`config.mk`:
```
export PLATFORM = sky130hd
export DESIGN_NAME = harp_decoder
export DESIGN_NICKNAME = d
export VERILOG_FILES = /design/src/hdl/harp_pkg.sv /design/src/hdl/class_if.sv /design/src/hdl/reg_access_if.sv /design/src/hdl/decode_out_reg.sv /design/src/hdl/harp_decoder.sv /design/src/hdl/opcode_classifier.sv /design/src/hdl/reg_access_decoder.sv
export SDC_FILE = /design/constraint.sdc
export NUM_CORES = 1
export LEC_CHECK = 0
export ABC_AREA = 1
export BUFFER_PORTS_ARGS = -buffer_cell sky130_fd_sc_hd__clkbuf_2
export CELL_PAD_IN_SITES_DETAIL_PLACEMENT = 1
export CELL_PAD_IN_SITES_GLOBAL_PLACEMENT = 1
export CORE_MARGIN = 10
export CORE_UTILIZATION = 34
export DETAILED_ROUTE_END_ITERATION = 6
export HOLD_SLACK_MARGIN = 0.05
export PLACE_DENSITY_LB_ADDON = 0.25
export SETUP_SLACK_MARGIN = 0.2
export SYNTH_ARGS = -nofsm -noshare
export SYNTH_HDL_FRONTEND = slang
export SYNTH_HIERARCHICAL = 1
export SYNTH_SLANG_ARGS = --single-unit
```
`constraint.sdc`:
```
create_clock -name clk -period 4.13 [get_ports clk]
set_clock_uncertainty 0.2 [all_clocks]
set_input_delay 0.2065 -clock clk [delete_from_list [all_inputs] [get_ports clk]]
set_output_delay 0.2065 -clock clk [all_outputs]
set_load 0.02 [all_outputs]
```
`src/hdl/harp_pkg.sv`:
```
// HARP decoder shared definitions
// instruction field layout, widths and the opcode, class and ALU enums
// for the 64-bit SIMT instruction format

`default_nettype none

package harp_pkg;

  // ====================================================================
  // instruction format
  // ====================================================================
  localparam int INSTR_W      = 64;
  localparam int REG_ADDR_W   = 5;
  localparam int OPCODE_W     = 6;
  localparam int ALU_OP_W     = 5;
  localparam int CLASS_W      = 4;
  localparam int NUM_RD_PORTS = 3;

  // field positions, msb first
  localparam int PRED_BIT_POS = 63;
  localparam int PRED_REG_LSB = 58;
  localparam int OPCODE_LSB   = 52;
  localparam int RS0_LSB      = 47;
  localparam int RS1_LSB      = 42;
  localparam int RS2_LSB      = 37;

  typedef logic [REG_ADDR_W-1:0] reg_addr_t;

  // ====================================================================
  // opcodes with real controls, at their ISA codes
  // ====================================================================
  typedef enum logic [OPCODE_W-1:0] {
    OP_NOP    = 6'h00,
    OP_NEG    = 6'h05,
    OP_NOT    = 6'h06,
    OP_AND    = 6'h07,
    OP_OR     = 6'h08,
    OP_XOR    = 6'h09,
    OP_ADD    = 6'h0a,
    OP_SUB    = 6'h0b,
    OP_MUL    = 6'h0c,
    OP_DIV    = 6'h0d,
    OP_MOD    = 6'h0e,
    OP_SHL    = 6'h0f,
    OP_SHR    = 6'h10,
    OP_ANDI   = 6'h11,
    OP_ORI    = 6'h12,
    OP_XORI   = 6'h13,
    OP_ADDI   = 6'h14,
    OP_SUBI   = 6'h15,
    OP_MULI   = 6'h16,
    OP_DIVI   = 6'h17,
    OP_MODI   = 6'h18,
    OP_SHLI   = 6'h19,
    OP_SHRI   = 6'h1a,
    OP_JALI   = 6'h1b,
    OP_JALR   = 6'h1c,
    OP_JMPI   = 6'h1d,
    OP_JMPR   = 6'h1e,
    OP_JALIS  = 6'h20,
    OP_JALRS  = 6'h21,
    OP_JMPRT  = 6'h22,
    OP_LD     = 6'h23,
    OP_ST     = 6'h24,
    OP_ANDP   = 6'h27,
    OP_ORP    = 6'h28,
    OP_XORP   = 6'h29,
    OP_NOTP   = 6'h2a,
    OP_ISNEG  = 6'h2b,
    OP_ISZERO = 6'h2c,
    OP_JMPRU  = 6'h2f
  } opcode_e;

  // operand class, drives which register ports are read
  typedef enum logic [CLASS_W-1:0] {
    CL_NONE     = 4'd0,
    CL_2REG     = 4'd1,
    CL_3REG     = 4'd2,
    CL_3IMM     = 4'd3,
    CL_LOAD     = 4'd4,
    CL_STORE    = 4'd5,
    CL_JUMP     = 4'd6,
    CL_3PREG    = 4'd7,
    CL_2PREG    = 4'd8,
    CL_PREG_REG = 4'd9
  } op_class_e;

  typedef enum logic [ALU_OP_W-1:0] {
    ALU_NOP    = 5'd0,
    ALU_NEG    = 5'd1,
    ALU_NOT    = 5'd2,
    ALU_AND    = 5'd3,
    ALU_OR     = 5'd4,
    ALU_XOR    = 5'd5,
    ALU_ADD    = 5'd6,
    ALU_SUB    = 5'd7,
    ALU_MUL    = 5'd8,
    ALU_DIV    = 5'd9,
    ALU_MOD    = 5'd10,
    ALU_SHL    = 5'd11,
    ALU_SHR    = 5'd12,
    ALU_ISNEG  = 5'd13,
    ALU_ISZERO = 5'd14
  } alu_op_e;

endpackage

`default_nettype wire

```
`src/hdl/class_if.sv`:
```
// opcode class bundle
// carries the class, ALU operation and function-unit flags
// from the opcode classifier to the register decoder and output stage

`timescale 1ns/1ps
`default_nettype none

interface class_if;
  import harp_pkg::*;

  op_class_e op_class;
  alu_op_e   alu_op;
  logic      pc_jump;
  logic      mem_read;
  logic      mem_write;

  modport src (
    output op_class, alu_op, pc_jump, mem_read, mem_write
  );

  modport dst (
    input op_class, alu_op, pc_jump, mem_read, mem_write
  );

endinterface

`default_nettype wire

```
`src/hdl/reg_access_if.sv`:
```
// register access bundle
// per-port read enables and addresses for the GPR and predicate files,
// aggregate enables and the predicate guard

`timescale 1ns/1ps
`default_nettype none

interface reg_access_if;
  import harp_pkg::*;

  // per-port reads
  logic [NUM_RD_PORTS-1:0]      gpr_rd_en;
  reg_addr_t [NUM_RD_PORTS-1:0] gpr_rd_addr;
  logic [NUM_RD_PORTS-1:0]      pred_rd_en;
  reg_addr_t [NUM_RD_PORTS-1:0] pred_rd_addr;

  // aggregates
  logic gpr_read_en;
  logic pred_read_en;
  logic gpr_write_en;
  logic pred_write_en;

  // guard
  logic      predicated;
  reg_addr_t pred_operand;

  modport src (
    output gpr_rd_en, gpr_rd_addr, pred_rd_en, pred_rd_addr,
    output gpr_read_en, pred_read_en, gpr_write_en, pred_write_en,
    output predicated, pred_operand
  );

  modport dst (
    input gpr_rd_en, gpr_rd_addr, pred_rd_en, pred_rd_addr,
    input gpr_read_en, pred_read_en, gpr_write_en, pred_write_en,
    input predicated, pred_operand
  );

endinterface

`default_nettype wire

```
`src/hdl/decode_out_reg.sv`:
```
// decode output register
// captures the decoded word on a valid instruction, loads an all-zero
// bubble otherwise; dec_valid trails instr_valid by one cycle

`timescale 1ns/1ps
`default_nettype none

module decode_out_reg (
  input  wire logic                            clk,
  input  wire logic                            rst,
  input  wire logic                            instr_valid,
  class_if.dst                                 cls,
  reg_access_if.dst                            acc,
  output logic                                 dec_valid,
  output harp_pkg::op_class_e                  op_class,
  output harp_pkg::alu_op_e                    alu_ctl,
  output logic                                 pc_jump,
  output logic                                 mem_read,
  output logic                                 mem_write,
  output logic                                 predicated,
  output harp_pkg::reg_addr_t                  pred_operand,
  output logic                                 gpr_read_en,
  output logic                                 pred_read_en,
  output logic                                 gpr_write_en,
  output logic                                 pred_write_en,
  output logic [harp_pkg::NUM_RD_PORTS-1:0]    gpr_rd_en,
  output harp_pkg::reg_addr_t                  gpr_rd_addr_0,
  output harp_pkg::reg_addr_t                  gpr_rd_addr_1,
  output harp_pkg::reg_addr_t                  gpr_rd_addr_2,
  output logic [harp_pkg::NUM_RD_PORTS-1:0]    pred_rd_en,
  output harp_pkg::reg_addr_t                  pred_rd_addr_0,
  output harp_pkg::reg_addr_t                  pred_rd_addr_1,
  output harp_pkg::reg_addr_t                  pred_rd_addr_2
);
  import harp_pkg::*;

  always_ff @(posedge clk) begin
    if (rst) begin
      dec_valid <= 1'b0;
    end else begin
      dec_valid <= instr_valid;
    end
  end

  // reset and bubble both leave every control at zero
  always_ff @(posedge clk) begin
    if (rst || !instr_valid) begin
      op_class       <= CL_NONE;
      alu_ctl        <= ALU_NOP;
      pc_jump        <= 1'b0;
      mem_read       <= 1'b0;
      mem_write      <= 1'b0;
      predicated     <= 1'b0;
      pred_operand   <= '0;
      gpr_read_en    <= 1'b0;
      pred_read_en   <= 1'b0;
      gpr_write_en   <= 1'b0;
      pred_write_en  <= 1'b0;
      gpr_rd_en      <= '0;
      gpr_rd_addr_0  <= '0;
      gpr_rd_addr_1  <= '0;
      gpr_rd_addr_2  <= '0;
      pred_rd_en     <= '0;
      pred_rd_addr_0 <= '0;
      pred_rd_addr_1 <= '0;
      pred_rd_addr_2 <= '0;
    end else begin
      op_class       <= cls.op_class;
      alu_ctl        <= cls.alu_op;
      pc_jump        <= cls.pc_jump;
      mem_read       <= cls.mem_read;
      mem_write      <= cls.mem_write;
      predicated     <= acc.predicated;
      pred_operand   <= acc.pred_operand;
      gpr_read_en    <= acc.gpr_read_en;
      pred_read_en   <= acc.pred_read_en;
      gpr_write_en   <= acc.gpr_write_en;
      pred_write_en  <= acc.pred_write_en;
      gpr_rd_en      <= acc.gpr_rd_en;
      gpr_rd_addr_0  <= acc.gpr_rd_addr[0];
      gpr_rd_addr_1  <= acc.gpr_rd_addr[1];
      gpr_rd_addr_2  <= acc.gpr_rd_addr[2];
      pred_rd_en     <= acc.pred_rd_en;
      pred_rd_addr_0 <= acc.pred_rd_addr[0];
      pred_rd_addr_1 <= acc.pred_rd_addr[1];
      pred_rd_addr_2 <= acc.pred_rd_addr[2];
    end
  end

endmodule

`default_nettype wire

```
`src/hdl/harp_decoder.sv`:
```
// HARP instruction decode stage
// classifies the opcode, derives register-file accesses and registers
// the decoded control word, one cycle from instruction to outputs

`timescale 1ns/1ps
`default_nettype none

module harp_decoder (
  input  wire logic                            clk,
  input  wire logic                            rst,
  input  wire logic                            instr_valid,
  input  wire logic [harp_pkg::INSTR_W-1:0]    instruction,
  output logic                                 dec_valid,
  output harp_pkg::op_class_e                  op_class,
  output harp_pkg::alu_op_e                    alu_ctl,
  output logic                                 pc_jump,
  output logic                                 mem_read,
  output logic                                 mem_write,
  output logic                                 predicated,
  output harp_pkg::reg_addr_t                  pred_operand,
  output logic                                 gpr_read_en,
  output logic                                 pred_read_en,
  output logic                                 gpr_write_en,
  output logic                                 pred_write_en,
  output logic [harp_pkg::NUM_RD_PORTS-1:0]    gpr_rd_en,
  output harp_pkg::reg_addr_t                  gpr_rd_addr_0,
  output harp_pkg::reg_addr_t                  gpr_rd_addr_1,
  output harp_pkg::reg_addr_t                  gpr_rd_addr_2,
  output logic [harp_pkg::NUM_RD_PORTS-1:0]    pred_rd_en,
  output harp_pkg::reg_addr_t                  pred_rd_addr_0,
  output harp_pkg::reg_addr_t                  pred_rd_addr_1,
  output harp_pkg::reg_addr_t                  pred_rd_addr_2
);

  class_if      cls_bus ();
  reg_access_if acc_bus ();

  // combinational decode
  opcode_classifier u_classifier (
    .instruction (instruction),
    .cls         (cls_bus.src)
  );

  reg_access_decoder u_reg_access (
    .instruction (instruction),
    .cls         (cls_bus.dst),
    .acc         (acc_bus.src)
  );

  // registered output word
  decode_out_reg u_out_reg (
    .clk            (clk),
    .rst            (rst),
    .instr_valid    (instr_valid),
    .cls            (cls_bus.dst),
    .acc            (acc_bus.dst),
    .dec_valid      (dec_valid),
    .op_class       (op_class),
    .alu_ctl        (alu_ctl),
    .pc_jump        (pc_jump),
    .mem_read       (mem_read),
    .mem_write      (mem_write),
    .predicated     (predicated),
    .pred_operand   (pred_operand),
    .gpr_read_en    (gpr_read_en),
    .pred_read_en   (pred_read_en),
    .gpr_write_en   (gpr_write_en),
    .pred_write_en  (pred_write_en),
    .gpr_rd_en      (gpr_rd_en),
    .gpr_rd_addr_0  (gpr_rd_addr_0),
    .gpr_rd_addr_1  (gpr_rd_addr_1),
    .gpr_rd_addr_2  (gpr_rd_addr_2),
    .pred_rd_en     (pred_rd_en),
    .pred_rd_addr_0 (pred_rd_addr_0),
    .pred_rd_addr_1 (pred_rd_addr_1),
    .pred_rd_addr_2 (pred_rd_addr_2)
  );

endmodule

`default_nettype wire

```
`src/hdl/opcode_classifier.sv`:
```
// opcode classifier
// maps the opcode field to an operand class, an ALU operation
// and the jump / memory flags, purely combinational

`timescale 1ns/1ps
`default_nettype none

module opcode_classifier (
  input  wire logic [harp_pkg::INSTR_W-1:0] instruction,
  class_if.src                              cls
);
  import harp_pkg::*;

  logic [OPCODE_W-1:0] opcode;

  assign opcode = instruction[OPCODE_LSB +: OPCODE_W];

  // ====================================================================
  // operand class
  // ====================================================================
  always_comb begin
    case (opcode)
      OP_NEG, OP_NOT:
        cls.op_class = CL_2REG;
      OP_AND, OP_OR, OP_XOR, OP_ADD, OP_SUB, OP_MUL, OP_DIV, OP_MOD,
      OP_SHL, OP_SHR:
        cls.op_class = CL_3REG;
      OP_ANDI, OP_ORI, OP_XORI, OP_ADDI, OP_SUBI, OP_MULI, OP_DIVI,
      OP_MODI, OP_SHLI, OP_SHRI:
        cls.op_class = CL_3IMM;
      OP_LD:
        cls.op_class = CL_LOAD;
      OP_ST:
        cls.op_class = CL_STORE;
      OP_JALI, OP_JALR, OP_JMPI, OP_JMPR, OP_JALIS, OP_JALRS, OP_JMPRT,
      OP_JMPRU:
        cls.op_class = CL_JUMP;
      OP_ANDP, OP_ORP, OP_XORP:
        cls.op_class = CL_3PREG;
      OP_NOTP:
        cls.op_class = CL_2PREG;
      OP_ISNEG, OP_ISZERO:
        cls.op_class = CL_PREG_REG;
      // nop and every unsupported opcode
      default:
        cls.op_class = CL_NONE;
    endcase
  end

  // ====================================================================
  // ALU operation
  // ====================================================================
  // register, immediate and predicate forms share one operation
  always_comb begin
    case (opcode)
      OP_NEG:                      cls.alu_op = ALU_NEG;
      OP_NOT, OP_NOTP:             cls.alu_op = ALU_NOT;
      OP_AND, OP_ANDI, OP_ANDP:    cls.alu_op = ALU_AND;
      OP_OR, OP_ORI, OP_ORP:       cls.alu_op = ALU_OR;
      OP_XOR, OP_XORI, OP_XORP:    cls.alu_op = ALU_XOR;
      // st computes base plus offset
      OP_ADD, OP_ADDI, OP_ST:      cls.alu_op = ALU_ADD;
      OP_SUB, OP_SUBI:             cls.alu_op = ALU_SUB;
      OP_MUL, OP_MULI:             cls.alu_op = ALU_MUL;
      OP_DIV, OP_DIVI:             cls.alu_op = ALU_DIV;
      OP_MOD, OP_MODI:             cls.alu_op = ALU_MOD;
      OP_SHL, OP_SHLI:             cls.alu_op = ALU_SHL;
      OP_SHR, OP_SHRI:             cls.alu_op = ALU_SHR;
      OP_ISNEG:                    cls.alu_op = ALU_ISNEG;
      OP_ISZERO:                   cls.alu_op = ALU_ISZERO;
      default:                     cls.alu_op = ALU_NOP;
    endcase
  end

  // function-unit flags follow the class
  assign cls.pc_jump   = (cls.op_class == CL_JUMP);
  assign cls.mem_read  = (cls.op_class == CL_LOAD);
  assign cls.mem_write = (cls.op_class == CL_STORE);

endmodule

`default_nettype wire

```
`src/hdl/reg_access_decoder.sv`:
```
// register access decoder
// turns the operand class and the rs fields into per-port read enables,
// read addresses and the aggregate register-file enables

`timescale 1ns/1ps
`default_nettype none

module reg_access_decoder (
  input  wire logic [harp_pkg::INSTR_W-1:0] instruction,
  class_if.dst                              cls,
  reg_access_if.src                         acc
);
  import harp_pkg::*;

  logic [NUM_RD_PORTS-1:0]      gpr_en;
  logic [NUM_RD_PORTS-1:0]      pred_en;
  reg_addr_t [NUM_RD_PORTS-1:0] rs;

  // operand fields, port n reads field rs n
  assign rs[0] = instruction[RS0_LSB +: REG_ADDR_W];
  assign rs[1] = instruction[RS1_LSB +: REG_ADDR_W];
  assign rs[2] = instruction[RS2_LSB +: REG_ADDR_W];

  // ====================================================================
  // port enables per class
  // ====================================================================
  always_comb begin
    gpr_en  = '0;
    pred_en = '0;
    case (cls.op_class)
      CL_2REG:
        gpr_en = 3'b010;
      CL_3REG:
        gpr_en = 3'b111;
      CL_3IMM, CL_LOAD, CL_STORE:
        gpr_en = 3'b011;
      CL_3PREG:
        pred_en = 3'b111;
      CL_2PREG:
        pred_en = 3'b011;
      // compare reads a GPR and names the predicate destination
      CL_PREG_REG: begin
        gpr_en  = 3'b010;
        pred_en = 3'b001;
      end
      default: begin
        gpr_en  = '0;
        pred_en = '0;
      end
    endcase
  end

  // disabled ports read address 0
  always_comb begin
    for (int n = 0; n < NUM_RD_PORTS; n++) begin
      acc.gpr_rd_addr[n]  = gpr_en[n] ? rs[n] : '0;
      acc.pred_rd_addr[n] = pred_en[n] ? rs[n] : '0;
    end
  end

  assign acc.gpr_rd_en  = gpr_en;
  assign acc.pred_rd_en = pred_en;

  // ====================================================================
  // aggregate enables and guard
  // ====================================================================
  assign acc.gpr_read_en   = |gpr_en;
  // a guarded instruction always reads its predicate
  assign acc.pred_read_en  = (|pred_en) | instruction[PRED_BIT_POS];
  assign acc.gpr_write_en  = cls.op_class inside {CL_2REG, CL_3REG, CL_3IMM, CL_LOAD};
  assign acc.pred_write_en = cls.op_class inside {CL_3PREG, CL_2PREG, CL_PREG_REG};

  assign acc.predicated    = instruction[PRED_BIT_POS];
  assign acc.pred_operand  = instruction[PRED_REG_LSB +: REG_ADDR_W];

endmodule

`default_nettype wire

```
Word level (Yosys, flattened, before mapping)
Memory sizes are Yosys's and may differ from the RTL's. A register that Yosys moved wholly into a read port is not among the register bits.
Index checks and enable logic that the tools add are counted.
{"block": "word_totals", "ff_bits": 59, "romBits": 512, "in_bits": 67, "output_inout_bits": 59, "word_cells": 54, "memories": 2}
{"name": "(name not given)", "depth": 64, "word_bits": 4, "rd": 1, "rd_ports_with_merged_regs": 1, "write_ports": 0, "line": "opcode_classifier.sv:55", "source": "case (opcode)"}
{"name": "(name not given)", "depth": 64, "word_bits": 4, "rd": 1, "rd_ports_with_merged_regs": 0, "write_ports": 0, "line": "opcode_classifier.sv:22", "source": "case (opcode)"}
{"block": "op_classes", "eq_ne": 9, "n_mux": 2, "n_bitwise": 7, "reduce_logical": 14}
{"cell": "case mux 3 bit (3 select lines)", "count": 2}
{"cell": "== test 4 x 3 -> 1 bit (second input constant)", "count": 4}
{"cell": "OR reduction 2 bit", "count": 7}
{"cell": "OR reduction 3 bit", "count": 3}
{"cell": "== test 4 x 2 -> 1 bit (second input constant)", "count": 2}
{"cell": "== test 4 bit (second input constant)", "count": 2}
{"cell": "inverter 1 bit", "count": 6}
{"cell": "== test 4 x 1 -> 1 bit (second input constant)", "count": 1}
{"cell": "nonzero test 4 bit", "count": 1}
{"cell": "nonzero test 3 bit", "count": 1}
{"cell": "zero test 1 bit", "count": 1}
{"cell": "logical OR 1 bit", "count": 1}
{"cell": "OR 1 bit", "count": 1}

Depth between registers and ports, before layout
An unclocked memory read counts as a cell.
{"block": "depth", "word_depth": 6, "ltp_mapped": 16, "depth_no_buf": 16}

Modules after synthesis
Netlist, hierarchy kept.
{"module": "decode_out_reg", "n_inst": 1, "cells_each": 184, "area_each_um2": 1699.1, "seq_area_each_um2": 1181.1}
{"module": "opcode_classifier", "n_inst": 1, "cells_each": 100, "area_each_um2": 558.0, "seq_area_each_um2": 0.0}
{"module": "reg_access_decoder", "n_inst": 1, "cells_each": 88, "area_each_um2": 402.9, "seq_area_each_um2": 0.0}

Worst setup path before layout
OpenSTA, ideal clock, no wires.
{"block": "synth_path", "path_kind": "input to register", "start": "in instruction[53] (netlist bit)", "end": "reg u_out_reg.pred_rd_addr_0[0]", "setup_ns": 0.064, "t_arrival_ns": 1.570, "required_time_ns": 3.866, "slack_ns": 2.296, "path_stages": 14, "cell_sequence": "inv_1 > ha_1 > inv_1 > nor2_1 > nor2_4 > nand2_2 > nand2_4 > nor2_1 > nand2_2 > nand3_2 > nand2_1 > inv_1 > inv_1 > nor2_1"}
{"block": "synth_via", "elab_chain_len": 5, "elab_cells_between_ends": 7, "cone_classes": "eq/ne (3); mux (1); bitwise (1); reduce/logical (1); memory (1)"}
{"item": "start: declaration", "line": "harp_decoder.sv:12", "source": "input wire logic [harp_pkg::INSTR_W-1:0] instruction,"}
{"item": "memory (64 x 4 bit) *"}
{"item": "named net cls_bus.op_class[0]", "line": "class_if.sv:11", "source": "op_class_e op_class;"}
{"item": "== test 4 bit or == test 4 x 3 -> 1 bit (tied branches)", "line": "reg_access_decoder.sv:30", "source": "case (cls.op_class)"}
{"item": "case mux 3 bit (3 select lines) *", "line": "reg_access_decoder.sv:30"}
{"item": "named net acc_bus.pred_rd_en[0]", "line": "reg_access_if.sv:14", "source": "logic [NUM_RD_PORTS-1:0] pred_rd_en;"}
{"item": "inverter 1 bit (no source line) *"}
{"item": "OR reduction 2 bit (no source line) *"}
{"item": "end signal: assignment", "line": "decode_out_reg.sv:84", "source": "pred_rd_addr_0 <= acc.pred_rd_addr[0];"}
{"item": "end: declaration", "line": "decode_out_reg.sv:31", "source": "output harp_pkg::reg_addr_t pred_rd_addr_0,"}
The timed path passes the listed nets; every way through them passes the cells marked *.
A chain may end at the register's enable or synchronous reset.

Final worst setup path
{"block": "layout_path", "start": "in instruction[52] (netlist bit)", "end": "reg u_out_reg.pred_rd_addr_0[2]"}
Same word-level chain as after synthesis.

==> summary.md <==
| Metric | Value |
|---|---|
| Fin crit period | 2130 ps |
| Clk pin slew, worst setup/hold paths | 70 ps |
| Post-synthesis register bit count | 59 |
| Dominant synthesized flop cell | dfxtp_1 |
| Crit-path max cell delay | ~300 ps |
| Max-cap violation count | 0 |
| DP HPWL | between 5 and 6 mm |
| Crit path buffers/inverters | 5 |
| CP delay by family, top | simple AND/OR/NAND/NOR gates |
| Status | complete, no violations |
| Final WL | 7.57 mm |
| Vias in the first global route | about 2600 |
| Unrepaired setup endpoints after global routing | no |
| Critical Path Sink Type | flop |
| Tcrit/Tclk final | between 50% and 60% |
| Startpoint types | input pin |
| Worst min path class | in2reg |
| Yosys cell types | 28 |
| DR vias | 2451 |
| Layout area overhead | 33.5% |
| GRT overflow | 0 |
| Sequential element share of the synthesized area | 44.4% |
| Final std cells w/o fill | 583 |
| Initial antenna violation count | 0 |
| Post-synthesis cell type with the largest combined area | dfxtp_1 |
| Layout cells sized above 1 | 29.7% |
| Die ar. | 11800 sq um |
| CTS sink count | 59 |
| Dominant cell by count in the synthesized netlist | inv_1 |
| Critical path class | in2reg |
| # setup viols final | 0 |
| Mapped Nets | 445 |
| Hold endpoint | u_out_reg/alu_ctl[1] |
| Die height | 108 um |
| Final core occ | between 40% and 50% |
| Largest net degree at the start of global routing | 36 |
| Max-slew violation count | 0 |
| Commonest cells in the synthesized netlist | 95 x inv_1, 76 x nor2_1, 59 x dfxtp_1 |
| Fmax | 470 MHz |
| Post-route ant nets | 0 |
| Setup_tns | 0 ps |
| Longest Clk Path Bufs | 2 |
| Core area | roughly 7700 sq um |
| Synth top area cells | dfxtp_1 44%, inv_1 13%, nor2_1 11% |
| Pre-antenna DRT Iters | 4 |
| Mapped cell area | 2660 sq um |
| 1st-iter DRT viols | 42 |
| Yosys warns | 6 |
| CTS tree | built |
| First-pass GRT wire length | between 10 and 15 mm |
| Pwr/cell area | between 300 and 400 nW/um^2 |
| CP cell instances | clkbuf_2, inv_1, ha_1, nand2_1, nor2_2, nor2_1, nand2_1, nand2_1, inv_2, nor2_4, nand2_2, nand3_2, nand2_1, inv_1, inv_1, nor2_1 |
| CP dominant cell by count | nand2_1 |
| H-tree depth | 3 |
| Inst Count DP | about 550 |
| Number of flops mapped to enable cells by yosys | 0 |
| FFs w/ async S/R, synth | 0% |
| Worst EP required | 4140 ps |
| Root Buffer | clkbuf_8 |
| GRT Total Usage | between 10% and 20% |
| CTS Buf Count | 9 |
| Nets | 550 |
| Worst Hold Depth | 6 |
| Syn Area/Cell | 7.15 sq um |
| Post-Synthesis Cells | 372 |
| Routability cong. | 0.810 |
| CP Max Fanout | 15 |
| Static leakage | 0.00190 uW |
| Slowest cell on crit path | ha_1 |
| Worst EP arrival | about 2100 ps |
| Port Buffers | 88 |
| Final Hold Vio Count | 0 |
| Diode count | 0 |
| Yosys top cell area share | 44.4% |
| Hold path start | instruction[56] |
| Chip Width | 108 um |
| Post-route DRC | 0 |
| VDD IR-drop max | 183 uV |
| Starting Density | approximately 35% |
| Routed len/inst | 13.0 um |
| Via/cell ratio | 4.20 |
| Rows | 32 |
| Boundary Pins | 126 |
[metrics by stage]
stage	hold WS [ps]	total power [uW]	instance area (sq um)	setup WS (ps)
CTS	171	1410	3550	1980
finish	186	1380	3550	2000
global placement	211	785	3120	1650
global route	205	1460	3550	1720
detailed placement	225	789	3120	1630
floorplan	188	735	2660	2300
[layout by cell type (no fill, tap or decap), drive strengths merged]
master	count
ha	6
clkbuf	99
a21oi	6
nor2	94
conb	1
nand2	56
dfxtp	59
inv	103
a21boi	5
nand3	14
dlygate4sd3	21
clkinv	2
bufinv	2
o211ai	1
a21o	1
o21ai	6
buf	1
nand4	2
o2111ai	2
[metal layers]
metal | track usage [%] | routed length, um | vias to the layer above
met5 | 0 | 0 | -
met4 | 4.80 | 104 | 0
met3 | 5.77 | 736 | 11
met2 | 22.3 | 3500 | 69
met1 | 15.0 | 3230 | 1105
li1 | - | - | 1266
[power breakdown]
group | internal [uW] | leakage [uW] | switching [uW]
Sequential | 585 | 0.000479 | 4.73
Combinational | 70.5 | 0.00131 | 129
Clock | 369 | 0.000115 | 225
Total | 1020 | 0.00190 | 360
[how the worst max path moves through the flow]
stage / to / depth (start not counted) / slack (ps) / from
floorplan: u_out_reg/pred_rd_addr_0[0] / 14 / 2300 / instruction[53]
global placement: u_out_reg/pred_rd_addr_0[2] / 16 / 1650 / instruction[53]
detailed placement: u_out_reg/pred_rd_addr_0[2] / 16 / 1630 / instruction[53]
CTS: u_out_reg/pred_rd_addr_0[2] / 16 / 1980 / instruction[53]
global route: u_out_reg/gpr_rd_addr_1[4] / 17 / 1720 / instruction[53]
finish: u_out_reg/pred_rd_addr_0[2] / 16 / 2000 / instruction[52]
[sequential cells by signal, indices dropped and copies added (netlist names), 3 cells and up]
signal	cells
u_out_reg/pred_rd_addr_0	5
u_out_reg/gpr_rd_addr_0	5
u_out_reg/gpr_rd_addr_1	5
u_out_reg/gpr_rd_addr_2	5
u_out_reg/pred_rd_addr_2	5
u_out_reg/pred_rd_en	3
u_out_reg/op_class	4
u_out_reg/alu_ctl	5
u_out_reg/pred_rd_addr_1	5
u_out_reg/gpr_rd_en	3
u_out_reg/pred_operand	5
[worst min-delay path, stage by stage]
cell      delay, ps
clkbuf_2        190
nand2_1          90
nand2_1          50
nand2_1          40
inv_1            60
nor2_2           40
[final cells by class]
class	instances	area, sq um
flip-flops and latches	59	1180
clock buffers	11	151
clock inverters	4	73.8
repair buffers	110	658
inverters	103	394
multi-input cells	194	966
fillers	1025	4140
well taps	102	128
[repair_timing]
item | in CTS | in global routing
hold buffers | 21 | 0
buffers inserted | 0 | 0
endpoints found under the hold margin | 37 | 0
gates resized for setup | 0 | 0
[logic make-up (layout without fill, tap and decap cells)]
logic type,after synthesis,in the layout,share of synthesized area (%)
compound gates,21,21,5.03
fa+ha+maj,6,6,2.82
buf+inv,119,228,19.3
flops,59,59,44.4
other cells,1,1,0.141
simple gates,166,166,28.3
Note: power is estimated with default switching activity, not from simulation.
